--- config.mk ---
export PLATFORM = sky130hd
export DESIGN_NAME = load_format
export DESIGN_NICKNAME = d
export VERILOG_FILES = /design/src/lsu_pkg.sv /design/src/load_format.sv
export SDC_FILE = /design/constraint.sdc
export NUM_CORES = 1
export LEC_CHECK = 0
export ABC_AREA = 0
export BUFFER_PORTS_ARGS = -buffer_cell sky130_fd_sc_hd__buf_2
export CAP_MARGIN = 5
export CORE_ASPECT_RATIO = 0.9
export CORE_MARGIN = 2
export CORE_UTILIZATION = 45
export DETAILED_ROUTE_END_ITERATION = 8
export MAX_ROUTING_LAYER = met4
export PLACE_DENSITY = 0.77
export SETUP_SLACK_MARGIN = 0.05
export SYNTH_ARGS = -nofsm -noshare
export SYNTH_HDL_FRONTEND = slang
export SYNTH_SLANG_ARGS = --single-unit
--- constraint.sdc ---
create_clock -name clk -period 0.8 [get_ports clk]
set_input_delay 0 -clock clk [delete_from_list [all_inputs] [get_ports clk]]
set_output_delay 0 -clock clk [all_outputs]
set_load 0.01 [all_outputs]
--- src/lsu_pkg.sv ---
`default_nettype none

package lsu_pkg;

    // Address map of the data memory, 0x0 up to 0x1FFFF
    localparam int unsigned MEM_BYTES = 131072;
    localparam logic [31:0] TOP_ADDR  = 32'h0001_FFFF;
    localparam int unsigned MEM_AW    = 17;         // Byte index width

    // RV32I major opcodes
    localparam logic [6:0] OPC_LOAD  = 7'b0000011;
    localparam logic [6:0] OPC_STORE = 7'b0100011;

    // funct3 codes shared by loads and stores
    localparam logic [2:0] F3_B  = 3'b000;  // LB / SB
    localparam logic [2:0] F3_H  = 3'b001;  // LH / SH
    localparam logic [2:0] F3_W  = 3'b010;  // LW / SW
    localparam logic [2:0] F3_BU = 3'b100;  // LBU, load only
    localparam logic [2:0] F3_HU = 3'b101;  // LHU, load only

    localparam logic [31:0] ERR_PATTERN = 32'hDEAD_BEEF;

    // Request to response, in cycles
    localparam int unsigned PIPE_LATENCY = 3;

    typedef enum logic [1:0] {
        SZ_BYTE = 2'd0,
        SZ_HALF = 2'd1,
        SZ_WORD = 2'd2
    } size_e;

    // I-type view, used for loads
    typedef struct packed {
        logic [11:0] imm;
        logic [4:0]  rs1;
        logic [2:0]  funct3;
        logic [4:0]  rd;
        logic [6:0]  opcode;
    } instr_i_t;

    // S-type view, used for stores
    typedef struct packed {
        logic [6:0] imm_hi;     // imm[11:5]
        logic [4:0] rs2;
        logic [4:0] rs1;
        logic [2:0] funct3;
        logic [4:0] imm_lo;     // imm[4:0]
        logic [6:0] opcode;
    } instr_s_t;

    typedef union packed {
        instr_i_t i;
        instr_s_t s;
    } instr_u;

    typedef struct packed {
        instr_u      instr;
        logic [31:0] rs1_val;   // Base register
        logic [31:0] rs2_val;   // Store data
    } lsu_req_t;

    // Decode to memory
    typedef struct packed {
        logic [31:0] addr;
        size_e       size;
        logic        is_store;
        logic        sign_ext;
        logic [31:0] wdata;
        logic [4:0]  rd;
        logic        err;
    } mem_cmd_t;

    // Memory to formatter, raw bytes lowest first
    typedef struct packed {
        logic [31:0] rword;
        size_e       size;
        logic        sign_ext;
        logic        is_store;
        logic [4:0]  rd;
        logic        err;
    } mem_rsp_t;

    typedef struct packed {
        logic [31:0] rdata;
        logic [4:0]  rd;
        logic        is_store;
        logic        err;
    } lsu_rsp_t;

endpackage

`default_nettype wire

--- src/load_format.sv ---
`timescale 1ns/100ps
`default_nettype none

module load_format import lsu_pkg::*; (
    input  logic     clk,
    input  logic     arst_n_i,
    input  logic     mrsp_valid_i,
    input  mem_rsp_t mrsp_i,
    output logic     rsp_valid_o,
    output lsu_rsp_t rsp_o
);

    logic        fill_b;    // Top bit of a byte load, if signed
    logic        fill_h;    // Same for a half load
    logic [31:0] rdata_d;

    assign fill_b = mrsp_i.sign_ext & mrsp_i.rword[7];
    assign fill_h = mrsp_i.sign_ext & mrsp_i.rword[15];

    always_comb begin
        case (mrsp_i.size)
            SZ_BYTE: rdata_d = {{24{fill_b}}, mrsp_i.rword[7:0]};
            SZ_HALF: rdata_d = {{16{fill_h}}, mrsp_i.rword[15:0]};
            default: rdata_d = mrsp_i.rword;
        endcase

        // Error wins over everything
        if (mrsp_i.err) begin
            rdata_d = ERR_PATTERN;
        end else if (mrsp_i.is_store) begin
            rdata_d = 32'h0;
        end
    end

    always_ff @(posedge clk) begin
        if (mrsp_valid_i) begin
            rsp_o.rdata    <= rdata_d;
            rsp_o.rd       <= mrsp_i.rd;
            rsp_o.is_store <= mrsp_i.is_store;
            rsp_o.err      <= mrsp_i.err;
        end
    end

    always_ff @(posedge clk or negedge arst_n_i) begin
        if (!arst_n_i) begin
            rsp_valid_o <= 1'b0;
        end else begin
            rsp_valid_o <= mrsp_valid_i;
        end
    end

endmodule

`default_nettype wire

==> summary by stage <==
Status
The run finished, with violations left. The checks that failed: negative hold slack, negative setup slack.

Route
The number of iterations in the first detailed-routing pass is 4. The total wirelength of the detailed-routed design is 3690 um. The detailed router placed 1337 vias in this run. The DRC violation count after routing is 0. The final antenna-violating net count is 0. In the final routed layout, each cell accounts on average for 14.0 um. For this block, the initial DRC count from the detailed router was 175. The average vias per placed instance is 5.08.

Timing
After layout, the worst setup slack is -0.0402 ns. Dividing the final minimum period by the clock period gives 105%. Setup violations remaining at the end of the flow were counted as 11. Setup repair after global routing could not meet its margin everywhere. Based on the critical path, the design can be clocked at up to 1190 MHz. Hold timing on the final database bottoms out at a slack of -0.0167 ns.

The max-slew violation count is 0. The clock period minus worst slack is 0.840 ns. In this run the tightest slew margin relative to its limit is 77.4%.

Adding up every negative setup slack in the final design gives -0.135 ns. The hold violation total from the final report is 6. For the pin with the worst max-slew slack, the measured transition is 0.337 ns.

Synth
The post-synthesis sequential area ratio is 70.1%. The count of warnings emitted by yosys is 0. Counting flops with a built-in enable in the synthesized netlist gives 39.

The top cell type by total area after synthesis is edfxtp_1. The most frequent cell after synthesis is edfxtp_1. Synthesis inferred 40 register bits. The most used flip-flop cell after synthesis is edfxtp_1. Sorting the synthesized cells by area gives the leading types as edfxtp_1 69%, nand3b_1 4.4%, o211ai_1 4.4%. The mean post-synth cell area is 15.0 um2.

Synthesis instantiated 24 different standard cells from the library. Synthesis produced a netlist whose cell count is 114. The portion of synthesized cell area occupied by the leading cell type is 68.7%. Counting instances in the post-synthesis netlist gives the leading cell types as 39 x edfxtp_1, 10 x nand3b_1, 10 x o211ai_1. After synthesis the cells add up to 1710 um2. The number of nets handed over by synthesis was 159.

For this run, asynchronously set or reset flops after synthesis account for 2.50%.

Floorplan
The total core area is 3680 um2. 85 I/O pins were placed. In this run the vertical extent of the chip is 62.4 um. The die is 68.9 um wide. The floorplan has 21 rows. The starting density of the core is 46.4%. The floorplan step defined a die boundary enclosing 4300 um2.

Worst setup path
In this design, the stage delay of the slowest critical-path cell is 0.40 ns. The peak fanout along the critical path is 1. The dominant delay contributor by cell family on the critical path is flip-flops.

For the worst setup path, the data required time is 0.80 ns. The worst setup path is captured at a primary output. On the critical path, the stage with the largest delay is an instance of edfxtp_1.

Data arrives at the worst endpoint at 0.84 ns. The critical path class is reg2out. Traced cell by cell, the critical path runs through buf_2. The launching element of the worst setup path is rsp_o[1]$_DFFE_PP_. The worst path buffer plus inverter count is 1. STA classifies the critical path startpoint as a flip-flop.

The number of cells on the critical path is 1.

Power and ir drop
Per report_power, the sequential group accounts for 45.7% of the total. The power density over cell area is 2190 nW/um2. The clock network burns 40.7% of the power.

The switching power is 1.12 mW. The proportion of total power due to net switching is 20.1%. The internal power consumption is 4.42 mW. The leakage power of the design is 1.07 nW. The worst-case IR drop observed on VDD is 1280 uV. The combinational cell fraction of total power is 13.6%.

The design draws 5.54 mW.

Min path
The startpoint of the tightest hold check path is mrsp_i[10]. The min-delay analysis places its worst path in the category in2reg. The worst hold path was traced through 2 stages.

Global route
For this run, the total global-route usage over all layers was measured as 18.6%. The number of antenna violations at the first check in global routing was 0. After global routing the overflow that remains totals 0. The number of global-route vias before repair is 1250. The largest net degree at the start of global routing is 24. The first-pass GRT wire length is 5610 um.

Cells and area
The diode insertion count for antenna repair is 0. The fraction of layout cells with a size suffix above 1 is 55.8%. The cell area after layout is 2530 um2. The growth of design area from synthesis to finish is 48.1%. The total number of nets in the final design is 261.

Clocking
The number of CTS-inserted buffers is 5. The number of setup buffers added after CTS is 0. The register clock-pin slew on the reported worst setup and hold paths is 0.08 ns. For this design, the sink count on the clock tree is 40. The maximum buffer depth of the clock tree is 2.

The number of buffers added to fix hold violations after cts is 7. The tree is rooted in a clkbuf_8. The H-tree was split into 2 levels. TritonCTS built the clock tree.

Run
The tool flagged a number of max-cap violations equal to 0.

Place
The number of port buffers is 84. The HPWL after detailed placement is 2780 um. The post-placement setup slack is -0.223 ns. After detailed placement, the total cell area comes to 2290 um2. The congestion estimate from routability-driven global placement came to 0.701.
[power groups by stage]
stage	logic (mW)	registers (mW)	clock network (mW)
3_5_place_dp	0.730	2.58	0
5_1_grt	0.821	2.55	2.44
4_1_cts	0.756	2.53	2.30
6_report	0.752	2.53	2.26
3_3_place_gp	0.709	2.57	0
2_1_floorplan	0.228	2.68	0
[cell usage in the layout, fill, tap and decap left out, types with 2 or more instances in the layout]
| master | netlist | final |
|---|---|---|
| buf_2 | 3 | 84 |
| edfxtp_1 | 39 | 39 |
| buf_4 | 0 | 11 |
| nand3b_1 | 10 | 10 |
| o211ai_1 | 10 | 10 |
| inv_1 | 7 | 7 |
| o221ai_1 | 7 | 7 |
| a21o_2 | 7 | 7 |
| dlygate4sd3_1 | 0 | 7 |
| nand2_1 | 6 | 6 |
| clkbuf_8 | 0 | 5 |
| o22ai_1 | 5 | 4 |
| bufinv_16 | 0 | 3 |
| buf_12 | 0 | 3 |
| o21ai_0 | 2 | 2 |
| a21oi_2 | 0 | 2 |
[cells by family after synthesis]
| logic type | Yosys count | synth area share (%) |
|---|---|---|
| AO/OA/AOI/OAI | 34 | 15.0 |
| multiplexers | 1 | 0.807 |
| buffers and inverters | 18 | 5.58 |
| flip-flops | 40 | 70.1 |
| AND/OR/NAND/NOR | 21 | 8.44 |
[area by class of cell]
cell class / instances / area (um2)
Sequential cell: 40 / 1200
Fill cell: 270 / 1150
Timing Repair Buffer: 105 / 633
Multi-Input combinational cell: 56 / 450
Clock inverter: 3 / 90.1
Clock buffer: 5 / 68.8
Tap cell: 46 / 57.6
Inverter: 8 / 30.0
[timing repair]
action	in CTS	in global routing
resized for setup	0	1
pin swaps	0	0
endpoints found under the hold margin	12	6
cloned	0	0
setup endpoints to repair	40	41
[per-layer routing]
layer,wire (um),vias up,track usage [%]
met1,1590,610,25.0
met2,1740,72,26.9
met4,49,0,6.13
li1,-,650,-
met3,313,5,5.95
met5,0,-,-
[path summary, 6_finish.rpt]
kind	end	slack [ns]
max	rsp_o[1]	-0.04
min	rsp_o[7]$_SDFFCE_PP1P_	-0.02
max in group asynchronous	rsp_valid_o$_DFF_PN0_	0.18
min in group asynchronous	rsp_valid_o$_DFF_PN0_	0.52
[flip-flops by register name, summed over array words and instances, names as in the netlist]
| register | count |
|---|---|
| rsp_o | 39 |
| rsp_valid_o | 1 |
[stage by stage]
stage	std cells	util, %
2_1_floorplan	114	-
3_3_place_gp	248	62.3
3_5_place_dp	248	62.3
4_1_cts	263	68.5
5_1_grt	263	68.7
6_report	263	68.7
No activity file was read; power rests on OpenSTA's default activity.
