$ cat src/lsu_pkg.sv
`default_nettype none

package lsu_pkg;

    // Address map of the data memory, 0x0 up to 0x1FFFF
    localparam int unsigned MEM_BYTES = 131072;
    localparam logic [31:0] TOP_ADDR  = 32'h0001_FFFF;
    localparam int unsigned MEM_AW    = 17;         // Byte index width

    // RV32I major opcodes
    localparam logic [6:0] OPC_LOAD  = 7'b0000011;
    localparam logic [6:0] OPC_STORE = 7'b0100011;

    // funct3 codes shared by loads and stores
    localparam logic [2:0] F3_B  = 3'b000;  // LB / SB
    localparam logic [2:0] F3_H  = 3'b001;  // LH / SH
    localparam logic [2:0] F3_W  = 3'b010;  // LW / SW
    localparam logic [2:0] F3_BU = 3'b100;  // LBU, load only
    localparam logic [2:0] F3_HU = 3'b101;  // LHU, load only

    localparam logic [31:0] ERR_PATTERN = 32'hDEAD_BEEF;

    // Request to response, in cycles
    localparam int unsigned PIPE_LATENCY = 3;

    typedef enum logic [1:0] {
        SZ_BYTE = 2'd0,
        SZ_HALF = 2'd1,
        SZ_WORD = 2'd2
    } size_e;

    // I-type view, used for loads
    typedef struct packed {
        logic [11:0] imm;
        logic [4:0]  rs1;
        logic [2:0]  funct3;
        logic [4:0]  rd;
        logic [6:0]  opcode;
    } instr_i_t;

    // S-type view, used for stores
    typedef struct packed {
        logic [6:0] imm_hi;     // imm[11:5]
        logic [4:0] rs2;
        logic [4:0] rs1;
        logic [2:0] funct3;
        logic [4:0] imm_lo;     // imm[4:0]
        logic [6:0] opcode;
    } instr_s_t;

    typedef union packed {
        instr_i_t i;
        instr_s_t s;
    } instr_u;

    typedef struct packed {
        instr_u      instr;
        logic [31:0] rs1_val;   // Base register
        logic [31:0] rs2_val;   // Store data
    } lsu_req_t;

    // Decode to memory
    typedef struct packed {
        logic [31:0] addr;
        size_e       size;
        logic        is_store;
        logic        sign_ext;
        logic [31:0] wdata;
        logic [4:0]  rd;
        logic        err;
    } mem_cmd_t;

    // Memory to formatter, raw bytes lowest first
    typedef struct packed {
        logic [31:0] rword;
        size_e       size;
        logic        sign_ext;
        logic        is_store;
        logic [4:0]  rd;
        logic        err;
    } mem_rsp_t;

    typedef struct packed {
        logic [31:0] rdata;
        logic [4:0]  rd;
        logic        is_store;
        logic        err;
    } lsu_rsp_t;

endpackage

`default_nettype wire

$ cat src/lsu_decode.sv
`timescale 1ns/100ps
`default_nettype none

module lsu_decode import lsu_pkg::*; (
    input  logic     clk,
    input  logic     arst_n_i,
    input  logic     req_valid_i,
    input  lsu_req_t req_i,
    output logic     cmd_valid_o,
    output mem_cmd_t cmd_o
);

    logic [6:0]  opcode;
    logic        is_load;
    logic        is_store;
    logic [2:0]  funct3;
    logic [31:0] imm;
    logic [31:0] addr;
    size_e       size;
    logic        sign_ext;
    logic        f3_ok;
    logic        range_ok;
    logic        align_ok;
    mem_cmd_t    cmd_d;

    // Opcode sits at the same bits in both views
    assign opcode   = req_i.instr.i.opcode;
    assign is_load  = (opcode == OPC_LOAD);
    assign is_store = (opcode == OPC_STORE);

    // Pick the instruction view and build the immediate
    always_comb begin
        if (is_store) begin
            funct3 = req_i.instr.s.funct3;
            imm    = {{20{req_i.instr.s.imm_hi[6]}}, req_i.instr.s.imm_hi,
                      req_i.instr.s.imm_lo};
        end else begin
            funct3 = req_i.instr.i.funct3;
            imm    = {{20{req_i.instr.i.imm[11]}}, req_i.instr.i.imm};
        end
    end

    assign addr = req_i.rs1_val + imm;

    // Access size and sign from funct3
    always_comb begin
        size     = SZ_WORD;
        sign_ext = 1'b0;
        f3_ok    = 1'b1;
        case (funct3)
            F3_B: begin
                size     = SZ_BYTE;
                sign_ext = is_load;
            end
            F3_H: begin
                size     = SZ_HALF;
                sign_ext = is_load;
            end
            F3_W:  size = SZ_WORD;
            F3_BU: begin
                size  = SZ_BYTE;
                f3_ok = is_load;    // No unsigned store
            end
            F3_HU: begin
                size  = SZ_HALF;
                f3_ok = is_load;
            end
            default: f3_ok = 1'b0;
        endcase
    end

    assign range_ok = (addr <= TOP_ADDR);

    // Natural alignment
    always_comb begin
        case (size)
            SZ_HALF: align_ok = ~addr[0];
            SZ_WORD: align_ok = (addr[1:0] == 2'b00);
            default: align_ok = 1'b1;
        endcase
    end

    always_comb begin
        cmd_d.addr     = addr;
        cmd_d.size     = size;
        cmd_d.is_store = is_store;
        cmd_d.sign_ext = sign_ext;
        cmd_d.wdata    = req_i.rs2_val;
        cmd_d.rd       = is_store ? 5'd0 : req_i.instr.i.rd;   // Stores write no register
        cmd_d.err      = ~(is_load | is_store) | ~f3_ok | ~range_ok | ~align_ok;
    end

    always_ff @(posedge clk or negedge arst_n_i) begin
        if (!arst_n_i) begin
            cmd_valid_o <= 1'b0;
        end else begin
            cmd_valid_o <= req_valid_i;
        end
    end

    always_ff @(posedge clk) begin
        if (req_valid_i) begin
            cmd_o <= cmd_d;
        end
    end

endmodule

`default_nettype wire

$ cat config.mk
export PLATFORM = sky130hd
export DESIGN_NAME = lsu_decode
export DESIGN_NICKNAME = d
export VERILOG_FILES = /design/src/lsu_pkg.sv /design/src/lsu_decode.sv
export SDC_FILE = /design/constraint.sdc
export NUM_CORES = 1
export LEC_CHECK = 0
export BUFFER_PORTS_ARGS = -buffer_cell sky130_fd_sc_hd__buf_4
export CAP_MARGIN = 20
export CORE_MARGIN = 2
export CORE_UTILIZATION = 35
export DETAILED_ROUTE_END_ITERATION = 8
export HOLD_SLACK_MARGIN = 0.06
export PLACE_DENSITY = 0.71
export SLEW_MARGIN = 15
export SYNTH_ARGS = -nofsm -noshare
export SYNTH_HDL_FRONTEND = slang
export SYNTH_SLANG_ARGS = --single-unit
$ cat constraint.sdc
create_clock -name clk -period 0.8 [get_ports clk]
set_clock_uncertainty 0.1 [all_clocks]
set_input_delay 0.04 -clock clk [delete_from_list [all_inputs] [get_ports clk]]
set_output_delay 0.04 -clock clk [all_outputs]
set_load 0.005 [all_outputs]
==> flow_metrics.py <==
metrics = {
    "synth": {
        "synth-compound-area-share": 0.1601,
        "synth_enable_flop_cells": 74,
        "synth-seq-area-share": 0.5336,
        "yosys.area_share.adder": 0.09685,
        "yosys_warnings": 0,
        "synth-xor-area-share": 0.04575,
        "ys.flop_type": "edfxtp_1",
        "synth_top_family_by_area": "compound AO/OA/AOI/OAI gates",
        "synthMuxAreaShare": 0.002377,
        "ys_ff_latch": 75,
        "synth_area_um2": 4212,
        "ys_types": 61,
        "syn_nets": 496,
        "async_flop_share": 0.01333,
        "yosys.area_share.simple": 0.1432,
        "syn_inst": 365,
        "avgSynthCellArea_um2": 11.54,
    },
    "sta": {
        "setup_slack_ps": -2507,
        "hold_slack_ps": -92.56,
        "maxSlewViolCount": 0,
        "min_period_over_period": 4.134,
        "finalHoldViolCount": 9,
        "fmax_mhz": 302.4,
        "rsz0062_at_grt": "yes",
        "fin_crit_ps": 3307,
        "finalSetupViolCount": 115,
        "worst_pin_slew_ps": 660.9,
        "relSlewSlack": 0.5537,
    },
    "routing": {
        "ant_nets": 0,
        "top_layer": "met4",
        "drt_iter0_drc": 333,
        "vias": 4370,
        "wl_per_cell_um": 17.37,
        "wl_met1_um": 5436,
        "post-route-drc-count": 0,
        "first_pass_iters": 5,
        "viasPerCell": 5.141,
        "routed_wl_um": 14760,
        "met2_length_um": 8235,
        "dr_wl_met3_um": 727,
    },
    "grt": {
        "antenna_found_initial": 0,
        "grt_max_degree": 36,
        "gr-total-overflow": 0,
        "grt_pass1_wl_um": 21580,
        "grt_pass1_vias": 4487,
        "track_usage": 0.2146,
    },
    "flow_run": {
        "cap_viol_max_count": 0,
    },
    "clocking": {
        "ctsHoldBuffers": 34,
        "root_buffer": "clkbuf_16",
        "tritoncts": "built",
        "cts_inserted_buffers": 9,
        "clk_pin_slew_ps": 60,
        "cts_sinks": 75,
        "htreeDepth": 3,
        "clk_path_buf_depth": 2,
    },
    "min_path": {
        "min_from": "req_i[74]",
        "min_to": "cmd_o[4]",
        "hp-class": "input pin to flop",
        "worstHoldPathCells": 2,
    },
    "outcome": {
        "violations": "hold timing, setup timing",
        "outcome": "finished, violations left",
    },
    "critical_path": {
        "start_kind": "input pin",
        "cp_max_fo": 6,
        "cp-startpoint": "req_i[67]",
        "worstPathRequired_ps": 900,
        "critPathKind": "input pin to flop",
        "end_kind": "flop",
        "arrival_ps": 3410,
    },
    "finish": {
        "fillers": 834,
        "n_antenna_cell": 0,
        "areaGrowthSynthToFinish_pct": 87.97,
        "fin_nets": 829,
        "fin_cells": 850,
        "utilization": 0.6674,
        "drive_gt1_frac": 0.5576,
    },
    "floorplanning": {
        "io_pins": 174,
        "placementRows": 40,
        "die_h_um": 113.7,
        "die_w_um": 113.7,
        "core_um2": 11860,
        "start_util": 0.3551,
        "dieArea_um2": 12930,
    },
    "placement": {
        "dp_hpwl_um": 9828,
        "io_buffers": 168,
        "dp.cells": 778,
        "gp_congestion": 0.8643,
        "pre_cts_slack_ps": -2962,
    },
    "pwr": {
        "powerDensity_nw_per_um2": 1723,
        "p_leak_nw": 3.474,
        "p_clk_frac": 0.298,
        "comb_power_share": 0.331,
        "switchingPower_mw": 3.746,
        "p_int_mw": 9.890,
        "swShare": 0.2747,
        "p_total_mw": 13.64,
        "pwr-share-seq": 0.371,
        "ir_drop_uv": 1099,
    },
}
## critical path, cell delays in order
cell and delay, ps:
buf_6 100, nor4_4 260, and3_4 270, nand2_8 90
nand2_4 70, nand2_4 50, ha_4 160, fa_2 350
a211oi_2 220, o211ai_1 160, a2111o_1 480, nand3_4 150
a21oi_4 80, buf_4 160, o31a_1 270, o32ai_1 310
nor4_4 80, nand4bb_1 120
## placed cells by master, fill, tap and decap left out, drive strengths merged, types with 3 or more instances in the layout
| cell type | count |
|---|---|
| nand2 | 38 |
| nand4 | 6 |
| nor3 | 7 |
| or3 | 4 |
| edfxtp | 74 |
| nor2 | 14 |
| nor4 | 7 |
| a21oi | 39 |
| a21o | 9 |
| or2 | 6 |
| o211ai | 3 |
| xnor2 | 14 |
| clkinv | 3 |
| o21bai | 4 |
| buf | 295 |
| inv | 10 |
| and2 | 10 |
| and3 | 6 |
| clkbuf | 10 |
| a211oi | 4 |
| a31oi | 3 |
| a21boi | 3 |
| o21ai | 19 |
| ha | 31 |
| dlygate4sd3 | 34 |
| nand3 | 8 |
| xor2 | 8 |
## per-stage QoR
step	area, um^2	TNS [ps]
after floorplan	4369	-57080
after detailed placement	6575	-74970
final	7916	-73400
after global placement	6575	-73350
after global routing	7916	-78310
after CTS	7632	-70560
## flip-flops by register name, summed over array words and instances (netlist names)
register / cells
cmd_o: 74
cmd_valid_o: 1
## synthesized netlist by cell type, types with 2 or more instances
| master | n | area share |
|---|---|---|
| o31a_1 | 2 | 0.0042 |
| and2_1 | 8 | 0.012 |
| a31oi_1 | 3 | 0.0045 |
| nand2_1 | 38 | 0.034 |
| o21ai_0 | 18 | 0.021 |
| edfxtp_1 | 74 | 0.53 |
| a211oi_1 | 2 | 0.0036 |
| nor3_1 | 7 | 0.0083 |
| a21oi_1 | 39 | 0.046 |
| xor2_1 | 8 | 0.017 |
| ha_1 | 31 | 0.092 |
| xnor2_1 | 14 | 0.029 |
| nand4_1 | 6 | 0.0089 |
| nor4_1 | 7 | 0.010 |
| inv_1 | 9 | 0.0080 |
| o21bai_1 | 4 | 0.0071 |
| buf_6 | 2 | 0.0053 |
| a211oi_2 | 2 | 0.0059 |
| or3_1 | 3 | 0.0045 |
| or2_2 | 5 | 0.0074 |
| and3_1 | 6 | 0.0089 |
| a21boi_0 | 3 | 0.0053 |
| nand3_1 | 8 | 0.0095 |
| clkbuf_1 | 4 | 0.0036 |
| nor2_1 | 14 | 0.012 |
| o2111ai_1 | 2 | 0.0042 |
| nor2b_1 | 2 | 0.0030 |
| o211ai_1 | 3 | 0.0053 |
| a211o_1 | 2 | 0.0042 |
| a21o_1 | 8 | 0.014 |
## final cells by class
class / count / area (um^2) / area share
Clock buffer: 10 / 229.0 / 0.02892
Clock inverter: 6 / 65.06 / 0.008219
Inverter: 9 / 36.28 / 0.004584
Multi-Input combinational cell: 274 / 2387 / 0.3016
Sequential cell: 75 / 2247 / 0.2839
Tap cell: 147 / 183.9 / 0.02323
Timing Repair Buffer: 329 / 2768 / 0.3496
## worst max-delay path by stage
| stage | endpoint | cells after the start |
|---|---|---|
| final | cmd_o[0] | 18 |
| after detailed placement | cmd_o[0] | 18 |
| after global routing | cmd_o[0] | 18 |
| after floorplan | cmd_o[0] | 17 |
| after CTS | cmd_o[0] | 17 |
| after global placement | cmd_o[0] | 17 |
## logic make-up (layout without fill, tap and decap cells)
kind of cell	count (synthesis)	in the layout
buf+inv	16	354
compound gates	103	103
fa+ha+maj	32	32
simple gates	116	116
mux	1	1
xor+xnor	22	22
flops	75	75
## per-layer routing
metal | track usage | vias up
li1 | - | 2074
met2 | 0.4168 | 151
met5 | 0 | -
met4 | 0.07886 | 0
met1 | 0.2317 | 2119
met3 | 0.03666 | 26
## power groups by stage
stage / Combinational [mW] / Clock (mW) / Sequential (mW)
6_report: 4.51 / 4.07 / 5.06
5_1_grt: 4.82 / 4.29 / 5.08
4_1_cts: 4.18 / 4.03 / 5.02
3_5_place_dp: 3.63 / 0 / 5.08
3_3_place_gp: 3.54 / 0 / 5.07
2_1_floorplan: 1.44 / 0 / 5.13
## repair_timing
action | CTS | global route
pin swaps | 32 | 33
buffers inserted | 18 | 5
endpoints found under the setup margin | 115 | 115
resized for setup | 64 | 57
endpoints found under the hold margin | 53 | 18
Note: power is estimated with default switching activity, not from simulation.
